**src/hw/rx_dma_cfg.svh**
```systemverilog
`ifndef RX_DMA_CFG_SVH
`define RX_DMA_CFG_SVH

// ----------------------------------------------------------
// local memory
// ----------------------------------------------------------
`define MEM_ADDR_BITS   16
`define PKT_RING_MASK   16'h3fff  // 16 KB packet ring
`define DNE_RING_MASK   16'h00ff  // 16 completion slots

// ----------------------------------------------------------
// frame and record sizes
// ----------------------------------------------------------
`define MAX_FRAME_BYTES 1536
`define DNE_BYTES       16

// request fifo depth unless overridden
`define REQ_FIFO_DEPTH  4

`endif

```
**src/hw/rx_dma_pkg.sv**
```systemverilog
`default_nettype none
`include "rx_dma_cfg.svh"

package rx_dma_pkg;

   typedef logic [`MEM_ADDR_BITS-1:0] mem_addr_t;   // local byte address
   typedef logic [63:0]               host_addr_t;  // host byte address
   typedef logic [15:0]               byte_len_t;

   // which requester a queue word came from
   typedef enum logic {
      SRC_PKT = 1'b0,
      SRC_DNE = 1'b1
   } req_src_t;

   typedef struct packed {
      mem_addr_t  local_addr;
      host_addr_t host_addr;
      byte_len_t  len;
   } pkt_req_t;

   // completion copies are always DNE_BYTES long, no length field
   typedef struct packed {
      mem_addr_t  local_addr;
      host_addr_t host_addr;
   } dne_req_t;

   typedef struct packed {
      req_src_t   src;
      byte_len_t  len;
      host_addr_t host_addr;
      mem_addr_t  local_addr;
   } wr_q_word_t;

endpackage

`default_nettype wire

```
**src/hw/req_fifo.sv**
```systemverilog
`timescale 1ns/10ps
`default_nettype none
`include "rx_dma_cfg.svh"

module req_fifo #(
   parameter type payload_t = logic [7:0],
   parameter int  DEPTH     = `REQ_FIFO_DEPTH
) (
   input  wire logic     clk,
   input  wire logic     rst,
   input  wire logic     push,
   input  wire payload_t push_data,
   input  wire logic     pop,
   output payload_t      head,
   output logic          valid,
   output logic          full
);

   localparam int PTR_BITS = (DEPTH > 1) ? $clog2(DEPTH) : 1;
   localparam int CNT_BITS = $clog2(DEPTH + 1);

   payload_t            mem [DEPTH];
   logic [PTR_BITS-1:0] wr_ptr;
   logic [PTR_BITS-1:0] rd_ptr;
   logic [CNT_BITS-1:0] count;
   logic                do_push;
   logic                do_pop;

   function automatic logic [PTR_BITS-1:0] ptr_inc(input logic [PTR_BITS-1:0] p);
      if (p == PTR_BITS'(DEPTH - 1)) begin
         return '0;  // wrap for non power of two depths
      end
      return p + 1'b1;
   endfunction

   assign do_push = push & ~full;  // a push into a full fifo is lost
   assign do_pop  = pop & valid;
   assign valid   = (count != '0);
   assign full    = (count == CNT_BITS'(DEPTH));
   assign head    = mem[rd_ptr];

   always_ff @(posedge clk) begin
      if (do_push) begin
         mem[wr_ptr] <= push_data;
      end
   end

   always_ff @(posedge clk) begin
      if (rst) begin
         wr_ptr <= '0;
         rd_ptr <= '0;
         count  <= '0;
      end else begin
         if (do_push) begin
            wr_ptr <= ptr_inc(wr_ptr);
         end
         if (do_pop) begin
            rd_ptr <= ptr_inc(rd_ptr);
         end
         if (do_push && !do_pop) begin
            count <= count + 1'b1;
         end else if (do_pop && !do_push) begin
            count <= count - 1'b1;
         end
      end
   end

endmodule

`default_nettype wire

```
**src/hw/rx_pkt_writer.sv**
```systemverilog
`timescale 1ns/10ps
`default_nettype none
`include "rx_dma_cfg.svh"

module rx_pkt_writer (
   input  wire logic                   clk,
   input  wire logic                   rst,
   input  wire logic [63:0]            s_axis_tdata,
   input  wire logic [7:0]             s_axis_tstrb,
   input  wire logic                   s_axis_tvalid,
   input  wire logic                   s_axis_tlast,
   input  wire rx_dma_pkg::byte_len_t  s_axis_tuser_len,
   output logic                        s_axis_tready,
   output logic                        mem_pkt_wr_en,
   output rx_dma_pkg::mem_addr_t       mem_pkt_wr_addr,
   output logic [63:0]                 mem_pkt_wr_data,
   input  wire rx_dma_pkg::host_addr_t host_pkt_offset,
   input  wire rx_dma_pkg::host_addr_t host_pkt_mask,
   input  wire logic                   dne_space,
   output logic                        dne_post,
   output rx_dma_pkg::byte_len_t       dne_pkt_len,
   output rx_dma_pkg::host_addr_t      dne_pkt_host_addr,
   input  wire logic                   pkt_req_pop,
   output logic                        pkt_req_valid,
   output rx_dma_pkg::pkt_req_t        pkt_req
);

   import rx_dma_pkg::*;

   typedef enum logic [1:0] {
      ST_WAIT,
      ST_DATA,
      ST_DROP
   } state_t;

   state_t     state;
   state_t     state_nxt;
   mem_addr_t  pkt_tail;
   mem_addr_t  pkt_tail_nxt;
   mem_addr_t  pkt_start;      // local start of the frame in progress
   mem_addr_t  pkt_start_nxt;
   host_addr_t host_tail;      // held at frame start until the frame ends
   host_addr_t host_tail_nxt;
   byte_len_t  len_reg;
   byte_len_t  len_reg_nxt;
   byte_len_t  rx_bytes;
   byte_len_t  rx_bytes_nxt;
   byte_len_t  rx_bytes_plus_8;
   byte_len_t  cur_len;
   byte_len_t  cur_round;
   mem_addr_t  cur_start;
   byte_len_t  pkt_len;
   logic       pkt_end;
   logic       pkt_full;
   logic       beat;
   pkt_req_t   push_req;

   // bytes in the last beat, counted from the low strobe bit up
   function automatic byte_len_t strb_bytes(input logic [7:0] strb);
      byte_len_t n;
      logic      run;
      n   = '0;
      run = 1'b1;
      for (int i = 0; i < 8; i++) begin
         run = run & strb[i];
         if (run) begin
            n = n + 16'd1;
         end
      end
      return n;
   endfunction

   function automatic byte_len_t round64(input byte_len_t len);
      byte_len_t r;
      r = {len[15:6], 6'b0};
      if (len[5:0] != 6'd0) begin
         r = r + 16'd64;
      end
      return r;
   endfunction

   assign s_axis_tready   = (state != ST_WAIT) | (~pkt_full & dne_space);
   assign beat            = s_axis_tvalid & s_axis_tready;
   assign rx_bytes_plus_8 = rx_bytes + 16'd8;
   assign cur_len         = (state == ST_WAIT) ? s_axis_tuser_len : len_reg;
   assign cur_start       = (state == ST_WAIT) ? pkt_tail : pkt_start;
   assign cur_round       = round64(cur_len);

   assign mem_pkt_wr_addr = pkt_tail;
   assign mem_pkt_wr_data = s_axis_tdata;

   // ----------------------------------------------------------
   // receive fsm
   // ----------------------------------------------------------
   always_comb begin
      state_nxt     = state;
      pkt_tail_nxt  = pkt_tail;
      pkt_start_nxt = pkt_start;
      host_tail_nxt = host_tail;
      len_reg_nxt   = len_reg;
      rx_bytes_nxt  = rx_bytes;
      mem_pkt_wr_en = 1'b0;
      pkt_end       = 1'b0;
      pkt_len       = len_reg;

      case (state)
         ST_WAIT: begin
            if (beat) begin
               if (s_axis_tlast || s_axis_tuser_len > byte_len_t'(`MAX_FRAME_BYTES)) begin
                  if (!s_axis_tlast) begin
                     state_nxt = ST_DROP;
                  end
               end else begin
                  mem_pkt_wr_en = 1'b1;
                  pkt_start_nxt = pkt_tail;
                  len_reg_nxt   = s_axis_tuser_len;
                  rx_bytes_nxt  = 16'd8;
                  pkt_tail_nxt  = (pkt_tail + mem_addr_t'(8)) & `PKT_RING_MASK;
                  if (s_axis_tuser_len <= 16'd8) begin  // length reached on beat one
                     pkt_end   = 1'b1;
                     pkt_len   = s_axis_tuser_len;
                     state_nxt = ST_DROP;
                  end else begin
                     state_nxt = ST_DATA;
                  end
               end
            end
         end
         ST_DATA: begin
            if (beat) begin
               mem_pkt_wr_en = 1'b1;
               pkt_tail_nxt  = (pkt_tail + mem_addr_t'(8)) & `PKT_RING_MASK;
               rx_bytes_nxt  = rx_bytes_plus_8;
               if (s_axis_tlast) begin
                  pkt_end   = 1'b1;
                  pkt_len   = rx_bytes + strb_bytes(s_axis_tstrb);
                  state_nxt = ST_WAIT;
               end else if (rx_bytes_plus_8 >= len_reg) begin
                  pkt_end   = 1'b1;  // rest of the frame is dropped
                  state_nxt = ST_DROP;
               end
            end
         end
         default: begin  // ST_DROP
            if (beat && s_axis_tlast) begin
               state_nxt = ST_WAIT;
            end
         end
      endcase

      // both rings stay 64 byte aligned
      if (pkt_end) begin
         pkt_tail_nxt  = (cur_start + cur_round) & `PKT_RING_MASK;
         host_tail_nxt = (host_tail + host_addr_t'(cur_round)) & host_pkt_mask;
      end
   end

   always_ff @(posedge clk) begin
      if (rst) begin
         state     <= ST_WAIT;
         pkt_tail  <= '0;
         host_tail <= '0;
      end else begin
         state     <= state_nxt;
         pkt_tail  <= pkt_tail_nxt;
         host_tail <= host_tail_nxt;
      end
      pkt_start <= pkt_start_nxt;
      len_reg   <= len_reg_nxt;
      rx_bytes  <= rx_bytes_nxt;
   end

   // ----------------------------------------------------------
   // packet requests and completion post
   // ----------------------------------------------------------
   assign dne_post          = pkt_end;
   assign dne_pkt_len       = pkt_len;
   assign dne_pkt_host_addr = host_pkt_offset + host_tail;

   assign push_req.local_addr = cur_start;
   assign push_req.host_addr  = dne_pkt_host_addr;
   assign push_req.len        = pkt_len;

   req_fifo #(
      .payload_t (pkt_req_t),
      .DEPTH     (`REQ_FIFO_DEPTH)
   ) u_pkt_fifo (
      .clk       (clk),
      .rst       (rst),
      .push      (pkt_end),
      .push_data (push_req),
      .pop       (pkt_req_pop),
      .head      (pkt_req),
      .valid     (pkt_req_valid),
      .full      (pkt_full)
   );

endmodule

`default_nettype wire

```
**src/hw/rx_dne_writer.sv**
```systemverilog
`timescale 1ns/10ps
`default_nettype none
`include "rx_dma_cfg.svh"

module rx_dne_writer (
   input  wire logic                   clk,
   input  wire logic                   rst,
   input  wire logic                   dne_post,
   input  wire rx_dma_pkg::byte_len_t  dne_pkt_len,
   input  wire rx_dma_pkg::host_addr_t dne_pkt_host_addr,
   input  wire rx_dma_pkg::host_addr_t host_dne_offset,
   input  wire rx_dma_pkg::host_addr_t host_dne_mask,
   output logic                        dne_space,
   output logic                        mem_dne_wr_en,
   output rx_dma_pkg::mem_addr_t       mem_dne_wr_addr,
   output logic [127:0]                mem_dne_wr_data,
   input  wire logic                   dne_req_pop,
   output logic                        dne_req_valid,
   output rx_dma_pkg::dne_req_t        dne_req
);

   import rx_dma_pkg::*;

   logic       post_q;
   byte_len_t  len_q;
   host_addr_t host_q;
   mem_addr_t  dne_tail;
   logic       fifo_full;
   dne_req_t   push_req;

   always_ff @(posedge clk) begin
      if (rst) begin
         post_q    <= 1'b0;
         dne_tail  <= '0;
         dne_space <= 1'b0;
      end else begin
         post_q    <= dne_post;
         // conservative, a post in flight counts as a taken slot
         dne_space <= ~dne_post & ~post_q & ~fifo_full;
         if (post_q) begin
            dne_tail <= (dne_tail + mem_addr_t'(`DNE_BYTES)) & `DNE_RING_MASK;
         end
      end
      if (dne_post) begin
         len_q  <= dne_pkt_len;
         host_q <= dne_pkt_host_addr;
      end
   end

   // record layout: length in [15:0], host packet address in [127:64]
   assign mem_dne_wr_en   = post_q;
   assign mem_dne_wr_addr = dne_tail;
   assign mem_dne_wr_data = {host_q, 48'b0, len_q};

   assign push_req.local_addr = dne_tail;
   assign push_req.host_addr  = (host_dne_offset & ~host_dne_mask) |
                                (host_addr_t'(dne_tail) & host_dne_mask);

   req_fifo #(
      .payload_t (dne_req_t),
      .DEPTH     (`REQ_FIFO_DEPTH)
   ) u_dne_fifo (
      .clk       (clk),
      .rst       (rst),
      .push      (post_q),
      .push_data (push_req),
      .pop       (dne_req_pop),
      .head      (dne_req),
      .valid     (dne_req_valid),
      .full      (fifo_full)
   );

endmodule

`default_nettype wire

```
**src/hw/wr_q_arbiter.sv**
```systemverilog
`timescale 1ns/10ps
`default_nettype none
`include "rx_dma_cfg.svh"

module wr_q_arbiter (
   input  wire logic                 clk,
   input  wire logic                 rst,
   input  wire logic                 pkt_req_valid,
   input  wire rx_dma_pkg::pkt_req_t pkt_req,
   input  wire logic                 dne_req_valid,
   input  wire rx_dma_pkg::dne_req_t dne_req,
   output logic                      pkt_req_pop,
   output logic                      dne_req_pop,
   input  wire logic                 wr_q_full,
   output logic                      wr_q_enq_en,
   output rx_dma_pkg::wr_q_word_t    wr_q_enq_data
);

   import rx_dma_pkg::*;

   wr_q_word_t word_nxt;

   // packet copies first, so a completion never overtakes its packet
   assign pkt_req_pop = ~wr_q_full & pkt_req_valid;
   assign dne_req_pop = ~wr_q_full & ~pkt_req_valid & dne_req_valid;

   always_comb begin
      if (pkt_req_valid) begin
         word_nxt.src        = SRC_PKT;
         word_nxt.len        = pkt_req.len;
         word_nxt.host_addr  = pkt_req.host_addr;
         word_nxt.local_addr = pkt_req.local_addr;
      end else begin
         word_nxt.src        = SRC_DNE;
         word_nxt.len        = byte_len_t'(`DNE_BYTES);  // fixed record size
         word_nxt.host_addr  = dne_req.host_addr;
         word_nxt.local_addr = dne_req.local_addr;
      end
   end

   always_ff @(posedge clk) begin
      if (rst) begin
         wr_q_enq_en <= 1'b0;
      end else begin
         wr_q_enq_en <= pkt_req_pop | dne_req_pop;
      end
      if (pkt_req_pop || dne_req_pop) begin
         wr_q_enq_data <= word_nxt;
      end
   end

endmodule

`default_nettype wire

```
**src/hw/rx_dma_top.sv**
```systemverilog
`timescale 1ns/10ps
`default_nettype none

module rx_dma_top (
   input  wire logic                   clk,
   input  wire logic                   rst,
   // mac stream
   input  wire logic [63:0]            s_axis_tdata,
   input  wire logic [7:0]             s_axis_tstrb,
   input  wire logic                   s_axis_tvalid,
   input  wire logic                   s_axis_tlast,
   input  wire rx_dma_pkg::byte_len_t  s_axis_tuser_len,
   output logic                        s_axis_tready,
   // host ring settings
   input  wire rx_dma_pkg::host_addr_t host_pkt_offset,
   input  wire rx_dma_pkg::host_addr_t host_pkt_mask,
   input  wire rx_dma_pkg::host_addr_t host_dne_offset,
   input  wire rx_dma_pkg::host_addr_t host_dne_mask,
   // local memories
   output logic                        mem_pkt_wr_en,
   output rx_dma_pkg::mem_addr_t       mem_pkt_wr_addr,
   output logic [63:0]                 mem_pkt_wr_data,
   output logic                        mem_dne_wr_en,
   output rx_dma_pkg::mem_addr_t       mem_dne_wr_addr,
   output logic [127:0]                mem_dne_wr_data,
   // pcie write queue
   input  wire logic                   wr_q_full,
   output logic                        wr_q_enq_en,
   output rx_dma_pkg::wr_q_word_t      wr_q_enq_data
);

   import rx_dma_pkg::*;

   // ----------------------------------------------------------
   // internal links
   // ----------------------------------------------------------
   logic       dne_post;
   byte_len_t  dne_pkt_len;
   host_addr_t dne_pkt_host_addr;
   logic       dne_space;
   logic       pkt_req_valid;
   pkt_req_t   pkt_req;
   logic       pkt_req_pop;
   logic       dne_req_valid;
   dne_req_t   dne_req;
   logic       dne_req_pop;

   rx_pkt_writer u_pkt_writer (
      .clk               (clk),
      .rst               (rst),
      .s_axis_tdata      (s_axis_tdata),
      .s_axis_tstrb      (s_axis_tstrb),
      .s_axis_tvalid     (s_axis_tvalid),
      .s_axis_tlast      (s_axis_tlast),
      .s_axis_tuser_len  (s_axis_tuser_len),
      .s_axis_tready     (s_axis_tready),
      .mem_pkt_wr_en     (mem_pkt_wr_en),
      .mem_pkt_wr_addr   (mem_pkt_wr_addr),
      .mem_pkt_wr_data   (mem_pkt_wr_data),
      .host_pkt_offset   (host_pkt_offset),
      .host_pkt_mask     (host_pkt_mask),
      .dne_space         (dne_space),
      .dne_post          (dne_post),
      .dne_pkt_len       (dne_pkt_len),
      .dne_pkt_host_addr (dne_pkt_host_addr),
      .pkt_req_pop       (pkt_req_pop),
      .pkt_req_valid     (pkt_req_valid),
      .pkt_req           (pkt_req)
   );

   rx_dne_writer u_dne_writer (
      .clk               (clk),
      .rst               (rst),
      .dne_post          (dne_post),
      .dne_pkt_len       (dne_pkt_len),
      .dne_pkt_host_addr (dne_pkt_host_addr),
      .host_dne_offset   (host_dne_offset),
      .host_dne_mask     (host_dne_mask),
      .dne_space         (dne_space),
      .mem_dne_wr_en     (mem_dne_wr_en),
      .mem_dne_wr_addr   (mem_dne_wr_addr),
      .mem_dne_wr_data   (mem_dne_wr_data),
      .dne_req_pop       (dne_req_pop),
      .dne_req_valid     (dne_req_valid),
      .dne_req           (dne_req)
   );

   wr_q_arbiter u_arbiter (
      .clk           (clk),
      .rst           (rst),
      .pkt_req_valid (pkt_req_valid),
      .pkt_req       (pkt_req),
      .dne_req_valid (dne_req_valid),
      .dne_req       (dne_req),
      .pkt_req_pop   (pkt_req_pop),
      .dne_req_pop   (dne_req_pop),
      .wr_q_full     (wr_q_full),
      .wr_q_enq_en   (wr_q_enq_en),
      .wr_q_enq_data (wr_q_enq_data)
   );

endmodule

`default_nettype wire

```
**config.mk**
```make
export PLATFORM = sky130hd
export DESIGN_NAME = rx_dma_top
export DESIGN_NICKNAME = d
export VERILOG_FILES = /design/src/hw/rx_dma_pkg.sv /design/src/hw/req_fifo.sv /design/src/hw/rx_pkt_writer.sv /design/src/hw/rx_dne_writer.sv /design/src/hw/wr_q_arbiter.sv /design/src/hw/rx_dma_top.sv
export VERILOG_INCLUDE_DIRS = /design/src /design/src/hw
export SDC_FILE = /design/constraint.sdc
export NUM_CORES = 1
export LEC_CHECK = 0
export ABC_AREA = 1
export BUFFER_PORTS_ARGS = -buffer_cell sky130_fd_sc_hd__buf_4
export CORE_MARGIN = 2
export CORE_UTILIZATION = 25
export CTS_CLUSTER_SIZE = 10
export DETAILED_ROUTE_END_ITERATION = 6
export PLACE_DENSITY = 0.52
export SYNTH_ARGS = -nofsm -noshare
export SYNTH_HDL_FRONTEND = slang
export SYNTH_HIERARCHICAL = 1
export SYNTH_SLANG_ARGS = --single-unit
export TNS_END_PERCENT = 30
```
**constraint.sdc**
```tcl
create_clock -name clk -period 9.2 [get_ports clk]
set_input_delay 0.46 -clock clk [delete_from_list [all_inputs] [get_ports clk]]
set_output_delay 0.46 -clock clk [all_outputs]
set_load 0.02 [all_outputs]
```
==> impl_metrics.json, run 1 <==
{
  "grt_pass1_vias": 35851,
  "reg.largest.list": "u_pkt_writer/u_pkt_fifo/mem (384), u_dne_writer/u_dne_fifo/mem (320), u_arbiter/wr_q_enq_data (97)",
  "grt_pass1_wl_um": 250700,
  "setup_viol": 0,
  "end_kind": "flop",
  "async_flop_share_pct": 0,
  "synth.area.mux_share_pct": 0.09123,
  "setup_slack_ns": 3.370,
  "via_per_inst": 4.553,
  "portBuffers": 483,
  "cts_root_buf": "clkbuf_16",
  "cts.reportedPaths.clkPinSlew_ns": 0.06,
  "clock_latency_ns": 0.76,
  "synth_cell_types": 55,
  "layout_commonest_cell": "edfxtp_1",
  "min_path_cells": 2,
  "synth_top_family_by_area": "simple AND/OR/NAND/NOR gates",
  "fin_crit_ns": 5.830,
  "final_cell_mix": "924 x edfxtp_1, 897 x nand2_1, 710 x nor2_1, 516 x buf_4, 457 x inv_1",
  "synth-edff-count": 924,
  "place_ws_ns": 3.129,
  "min_path_type": "input port to flop",
  "overflow": 0,
  "synth_xor_area_share_pct": 1.384,
  "grt_use_met3_pct": 1.829,
  "area_delta_synth_final_pct": 20.79,
  "fp.coreArea_um2": 196800,
  "use_met2_pct": 29.29,
  "powerDensity_nw_per_um2": 204.4,
  "yosys.area_share.simple_pct": 16.33,
  "slew_headroom_pct": 13.88,
  "clock_skew_ns": 0.06352,
  "layout-drive-gt1-share_pct": 12.76,
  "drt-initial-drc-count": 3125,
  "fp.dieW_um": 448.4,
  "finalPower_uw": 12190,
  "synthAdderAreaFrac_pct": 3.259,
  "drt-pass1-iter-count": 5,
  "drc": 0,
  "h-tree-depth": 3,
  "via_count": 37429,
  "ant_nets": 0,
  "path_class": "flop to flop",
  "start_util_pct": 25.09,
  "yosysSeqAreaShare_pct": 60.46,
  "cts_made_buffers": 119,
  "fp.dieH_um": 448.4,
  "use_met1_pct": 21.40,
  "dieArea_um2": 201100,
  "syn_avg_cell_area_um2": 9.976,
  "grt_max_degree": 114,
  "power.leakage_uw": 0.02306,
  "antenna_found_initial": 8,
  "regMostFlops": "u_pkt_writer/u_pkt_fifo/mem",
  "clk_path_buf_depth": 3,
  "ys_warn_count": 6,
  "drt_wl_total_um": 178600,
  "finalMaxSlewViolations": 0,
  "crit_path_start": "u_pkt_writer/rx_bytes[4]",
  "required_ns": 9.56,
  "max-vdd-ir-drop_mv": 0.1739,
  "place_congestion": 0.9561,
  "max_clock_freq_ghz": 0.1715,
  "worstPathMaxFanout": 68,
  "tns_ns": 0,
  "num_io_pins": 674,
  "r2r_start": "u_pkt_writer/rx_bytes[4]",
  "grt_usage_pct": 17.18,
  "whs_endpoint": "u_dne_writer/u_dne_fifo/mem[2][31]",
  "finalHoldViolCount": 0,
  "wl_per_cell_um": 21.73,
  "synth_seq_cells": 1029,
  "syn_area_um2": 49370,
  "cp.arrival_ns": 6.19,
  "dp_hpwl_um": 132100,
  "rsz0062_at_grt": "no",
  "hp-start": "host_dne_mask[31]",
  "ff2ff_path_depth": 23,
  "ys.flop_type": "edfxtp_1",
  "worst_pin_slew_ns": 1.283,
  "largest_reg_flops": 384,
  "row_count": 163,
  "maxCapViolations": 0,
  "status": "finished, final reports clean",
  "finalCritPeriodShare_pct": 63.37,
  "cts_sinks": 1029,
  "synth_compound_area_share_pct": 10.67,
  "cp-start-kind": "flop",
  "tritoncts": "built",
  "layout.nets": 5978,
  "synthCells": 4949,
  "post-route-util_pct": 30.30,
  "timing.rr.end": "u_pkt_writer/u_pkt_fifo/mem[2][47]",
  "busiest_layer": "met2",
  "reg2reg_setup_slack_ns": 3.37
}
-- worst max-delay path by stage --
stage | to | slack, ns
6_report | u_pkt_writer/u_pkt_fifo/mem[2][47] | 3.37
5_1_grt | u_pkt_writer/u_pkt_fifo/mem[3][47] | 2.76
4_1_cts | u_pkt_writer/u_pkt_fifo/mem[2][42] | 3.25
3_5_place_dp | u_pkt_writer/u_pkt_fifo/mem[3][13] | 3.13
3_3_place_gp | u_pkt_writer/u_pkt_fifo/mem[2][13] | 3.19
2_1_floorplan | u_pkt_writer/u_pkt_fifo/mem[0][0] | 1.32
-- where the power goes --
group,switching [µW],internal [µW]
sequential,121,5460
clock,1870,2540
combinational,1580,612
-- synth_stat cells (all sizes together) (2+ instances only) --
library cell,count,share of area (%)
a211oi,2,0.041
o21a,4,0.061
clkbuf,79,0.62
nor3b,2,0.030
a21oi,213,2.2
edfxtp,924,56
o311ai,2,0.035
nand2,902,6.9
buf,223,3.6
fa,6,0.24
o21bai,15,0.23
nand3,179,1.8
nor2,723,5.5
conb,2,0.015
a21boi,5,0.076
o211ai,24,0.36
dfxtp,105,4.3
or2,16,0.20
ha,119,3.0
mux2,4,0.091
o221ai,4,0.071
a31oi,9,0.11
nor4,8,0.10
a32oi,2,0.035
o22ai,178,2.3
xor2,64,1.1
nor3,59,0.63
o21ai,497,5.0
xnor2,14,0.25
a21o,10,0.15
nand4,69,0.87
inv,466,3.6
nand3b,16,0.24
-- layer usage --
metal / vias up / share of wire [%]
li1: 17934 / -
met1: 18174 / 42
met2: 1068 / 49
met3: 253 / 4.2
met4: 0 / 5.2
met5: - / 0
-- cells by family after synthesis --
kind of cell / Yosys count
AOI/OAI and AO/OA: 967
xor gates and xnor gates: 78
adders and majority gates: 125
buffers and inverters: 769
DFF: 1029
muxes: 4
other: 2
and+or+nand+nor: 1975
-- worst max-delay path, cell delays in order, from the launching register on --
cell	delay, ns
edfxtp_1	0.43
ha_1	0.19
nand2_1	0.07
nor2_1	0.09
inv_1	0.06
nor2_1	0.18
nand2_1	0.15
nor2_1	0.23
nand2_1	0.10
xor2_1	0.19
inv_1	0.06
ha_1	0.29
nand2_1	0.05
inv_1	0.06
nand3_1	0.08
nor2_1	0.10
nand2_1	0.06
nand2_1	0.24
inv_1	0.12
nor2_4	0.11
buf_4	0.59
nand2_1	0.48
nor2_4	0.96
buf_12	0.42
-- what timing repair did --
| item | in CTS | in global routing |
|---|---|---|
| hold buffers | 98 | 0 |
| resized for setup | 0 | 0 |
| hold endpoints to repair | 182 | 0 |
| setup buffers | 0 | 0 |
-- cell type report --
| cell class | instances | area [µm²] |
|---|---|---|
| antenna | 6 | 15.01 |
| timing repair buffer | 617 | 4915 |
| clock inverter | 22 | 351.6 |
| sequential | 1029 | 29860 |
| clock buffer | 169 | 3217 |
| inverter | 467 | 1769 |
| multi-input combinational | 3270 | 16210 |
| fill | 20466 | 137200 |
| tap | 2640 | 3303 |
-- metrics by stage --
stage | std cells | cell area [µm²] | hold WS (ns)
2_1_floorplan | 5068 | 49820 | 0.4562
3_3_place_gp | 7925 | 55070 | 0.4470
3_5_place_dp | 7925 | 55070 | 0.4553
4_1_cts | 8214 | 59620 | 0.002138
5_1_grt | 8218 | 59630 | 0.02831
6_report | 8220 | 59640 | 0.06046
No activity file was read; power rests on OpenSTA's default activity.
==> run 2, diff against run 1 <==
- ABC_AREA: 1 -> 0
- clock period: 9.2 -> 5.75 ns (I/O delays scaled with it)
==> impl_metrics.json, run 2 <==
{
  "status": "finished, final reports clean",
  "synth_top_cells_by_count": "924 x edfxtp_1, 184 x nand2_1, 176 x mux4_2, 133 x buf_4",
  "setup_viol": 0,
  "dieArea_um2": 190300,
  "ant_nets": 0,
  "async_flop_share_pct": 0,
  "grt_pass1_wl_um": 203200,
  "antenna_found_initial": 42,
  "whs_ns": 0.02316,
  "finalCritPeriodShare_pct": 85.15,
  "synth-edff-count": 924,
  "yosysTopAreaCellShare_pct": 59.39,
  "path_class": "input port to flop",
  "largest_reg_flops": 384,
  "post_cts_buffers": 0,
  "syn_avg_cell_area_um2": 15.22,
  "post-route-util_pct": 31.74,
  "yosysSeqAreaShare_pct": 63.89,
  "post-route-cell-area_um2": 58910,
  "min_path_cells": 2,
  "layout-drive-gt1-share_pct": 26.00,
  "yosysMostFrequentCell": "edfxtp_1",
  "ys.flop_type": "edfxtp_1",
  "cpLargestDelayFamily": "adder cells",
  "dpl.cell_count": 5958,
  "final_cells": 6388,
  "synth.largest_area_cell": "edfxtp_1",
  "clock_skew_ns": 0.02905,
  "synthCells": 3070,
  "cts_made_buffers": 130,
  "power.leakage_uw": 0.02118,
  "h-tree-depth": 4,
  "dp_hpwl_um": 101800,
  "min_path_type": "input port to flop",
  "finalHoldViolCount": 0,
  "ys_warn_count": 6,
  "yosys-top-cells-area": "edfxtp_1 59%, mux4_2 8.5%, dfxtp_1 4.5%, ha_1 3.2%, mux2_4 2.6%",
  "fin_crit_ns": 4.896,
  "drc": 0,
  "portBuffers": 483,
  "synth_cell_types": 97,
  "num-fill-cells": 18244,
  "p_int_uw": 12920,
  "multiInputGateArea_um2": 15390,
  "clock_latency_ns": 0.77,
  "max_stage_delay_ns": 0.41,
  "cp.arrival_ns": 5.39,
  "wl_per_cell_um": 22.41,
  "p_sw_uw": 3498,
  "cts_sinks": 1029,
  "switching_share_pct": 21.31,
  "max-vdd-ir-drop_mv": 0.2443,
  "finalPower_uw": 16410,
  "end_kind": "flop",
  "row_count": 158,
  "fp.dieH_um": 436.3,
  "grt_pass1_vias": 29213,
  "finalMaxSlewViolations": 0,
  "via_per_inst": 4.496,
  "fp.dieW_um": 436.3,
  "worst_pin_slew_ns": 1.039,
  "drt-pass1-iter-count": 5,
  "clk_path_buf_depth": 3,
  "pwr-share-comb_pct": 4.3,
  "drt-initial-drc-count": 2087,
  "place_congestion": 0.8592,
  "layout.nets": 4297,
  "clock_power_share_pct": 46.2,
  "worstPathMaxFanout": 5,
  "timing.critical_path.buf_inv": 3,
  "path_depth": 27,
  "overflow": 0,
  "tritoncts": "built",
  "fp.coreArea_um2": 185600,
  "reg.largest.list": "u_pkt_writer/u_pkt_fifo/mem (384), u_dne_writer/u_dne_fifo/mem (320), u_arbiter/wr_q_enq_data (97)",
  "regArea_um2": 29860,
  "max_clock_freq_ghz": 0.2042,
  "crit_slowest_cell": "o21ai_0",
  "ff2ff_path_depth": 19,
  "drt_wl_total_um": 143100,
  "start_util_pct": 25.17,
  "p_seq_share_pct": 49.4,
  "synth_seq_cells": 1029,
  "num_io_pins": 674,
  "dpl_cell_area_um2": 52870,
  "cts.reportedPaths.clkPinSlew_ns": 0.06,
  "required_ns": 6.25,
  "grt_usage_pct": 14.70,
  "final_cell_mix": "924 x edfxtp_1, 527 x buf_4, 213 x dlygate4sd3_1, 184 x nand2_1, 176 x mux4_2",
  "rsz0062_at_grt": "no",
  "maxCapViolations": 0,
  "syn_area_um2": 46720,
  "powerDensity_nw_per_um2": 278.6,
  "cp-start-kind": "input port",
  "cts_root_buf": "clkbuf_16",
  "grt_max_degree": 98,
  "via_count": 28721,
  "crit_path_frequent_cell": "ha_1",
  "regMostFlops": "u_pkt_writer/u_pkt_fifo/mem",
  "area_delta_synth_final_pct": 26.10,
  "slew_headroom_pct": 30.71,
  "layout_commonest_cell": "edfxtp_1"
}
## run 2: changes by cell type after synthesis, sizes merged, moves of 174 or more
| cell | change |
|---|---|
| inv | -386 |
| mux4 | +176 |
| nand2 | -718 |
| nor2 | -614 |
| o21ai | -361 |
| o22ai | -174 |
## run 2: final cells by class
class                           instances  share of cell area [%]
Multi-Input combinational cell       1828                   26.13
Tap cell                             2480                   5.267
Inverter                               82                  0.5394
Sequential cell                      1029                   50.69
Clock inverter                         27                  0.5649
Antenna cell                           15                 0.06371
Clock buffer                          175                   6.004
Timing Repair Buffer                  752                   10.74
## run 2: power by group through the flow
| stage | Sequential, µW | Combinational (µW) | Clock [µW] |
|---|---|---|---|
| global route | 8110 | 774 | 8070 |
| finish | 8120 | 710 | 7590 |
| global placement | 8270 | 577 | 0 |
| CTS | 8110 | 718 | 7810 |
| floorplan | 8270 | 385 | 0 |
| detailed placement | 8270 | 587 | 0 |
## run 2: cell families (layout without fill, tap and decap cells)
logic type | after synthesis | after routing | share of synthesized area (%)
AO/OA/AOI/OAI | 494 | 494 | 6.779
buffers and inverters | 332 | 1036 | 4.272
multiplexers | 280 | 280 | 11.60
flip-flops | 1029 | 1029 | 63.89
other | 2 | 136 | 0.01608
XOR/XNOR | 128 | 128 | 2.429
AND/OR/NAND/NOR | 679 | 679 | 7.545
adder cells (fa/ha/maj) | 126 | 126 | 3.466
## run 2: layer usage
metal	up-vias	GRT usage, %	share of wire (%)	wire [µm]
met1	14442	16.70	39	55570
li1	13149	-	-	-
met4	12	5.709	3.4	4912
met2	860	26.98	53	75880
met5	-	0	0.059	84
met3	258	2.787	4.7	6694
## run 2: path summary, 6_finish.rpt
path | startpoint | endpoint | slack (ns)
max | s_axis_tstrb[2] | u_pkt_writer/u_pkt_fifo/mem[3][14] | 0.85
min | host_dne_mask[7] | u_dne_writer/u_dne_fifo/mem[1][7] | 0.02
max reg2reg | u_pkt_writer/state[1] | u_pkt_writer/host_tail[58] | 0.92
min reg2reg | u_pkt_writer/host_tail[0] | u_pkt_writer/host_tail[0] | 0.45
## run 2: what timing repair did
item | 4_1_cts | 5_1_grt
hold buffers | 213 | 0
hold endpoints to repair | 365 | 0
resized for setup | 0 | 0
## run 2: stage by stage
step                setup WS, ns  setup TNS [ns]
finish                    0.8537               0
global route              0.3694               0
CTS                       0.7700               0
detailed placement        0.1050               0
global placement          0.1676               0
floorplan                -0.4169          -79.58
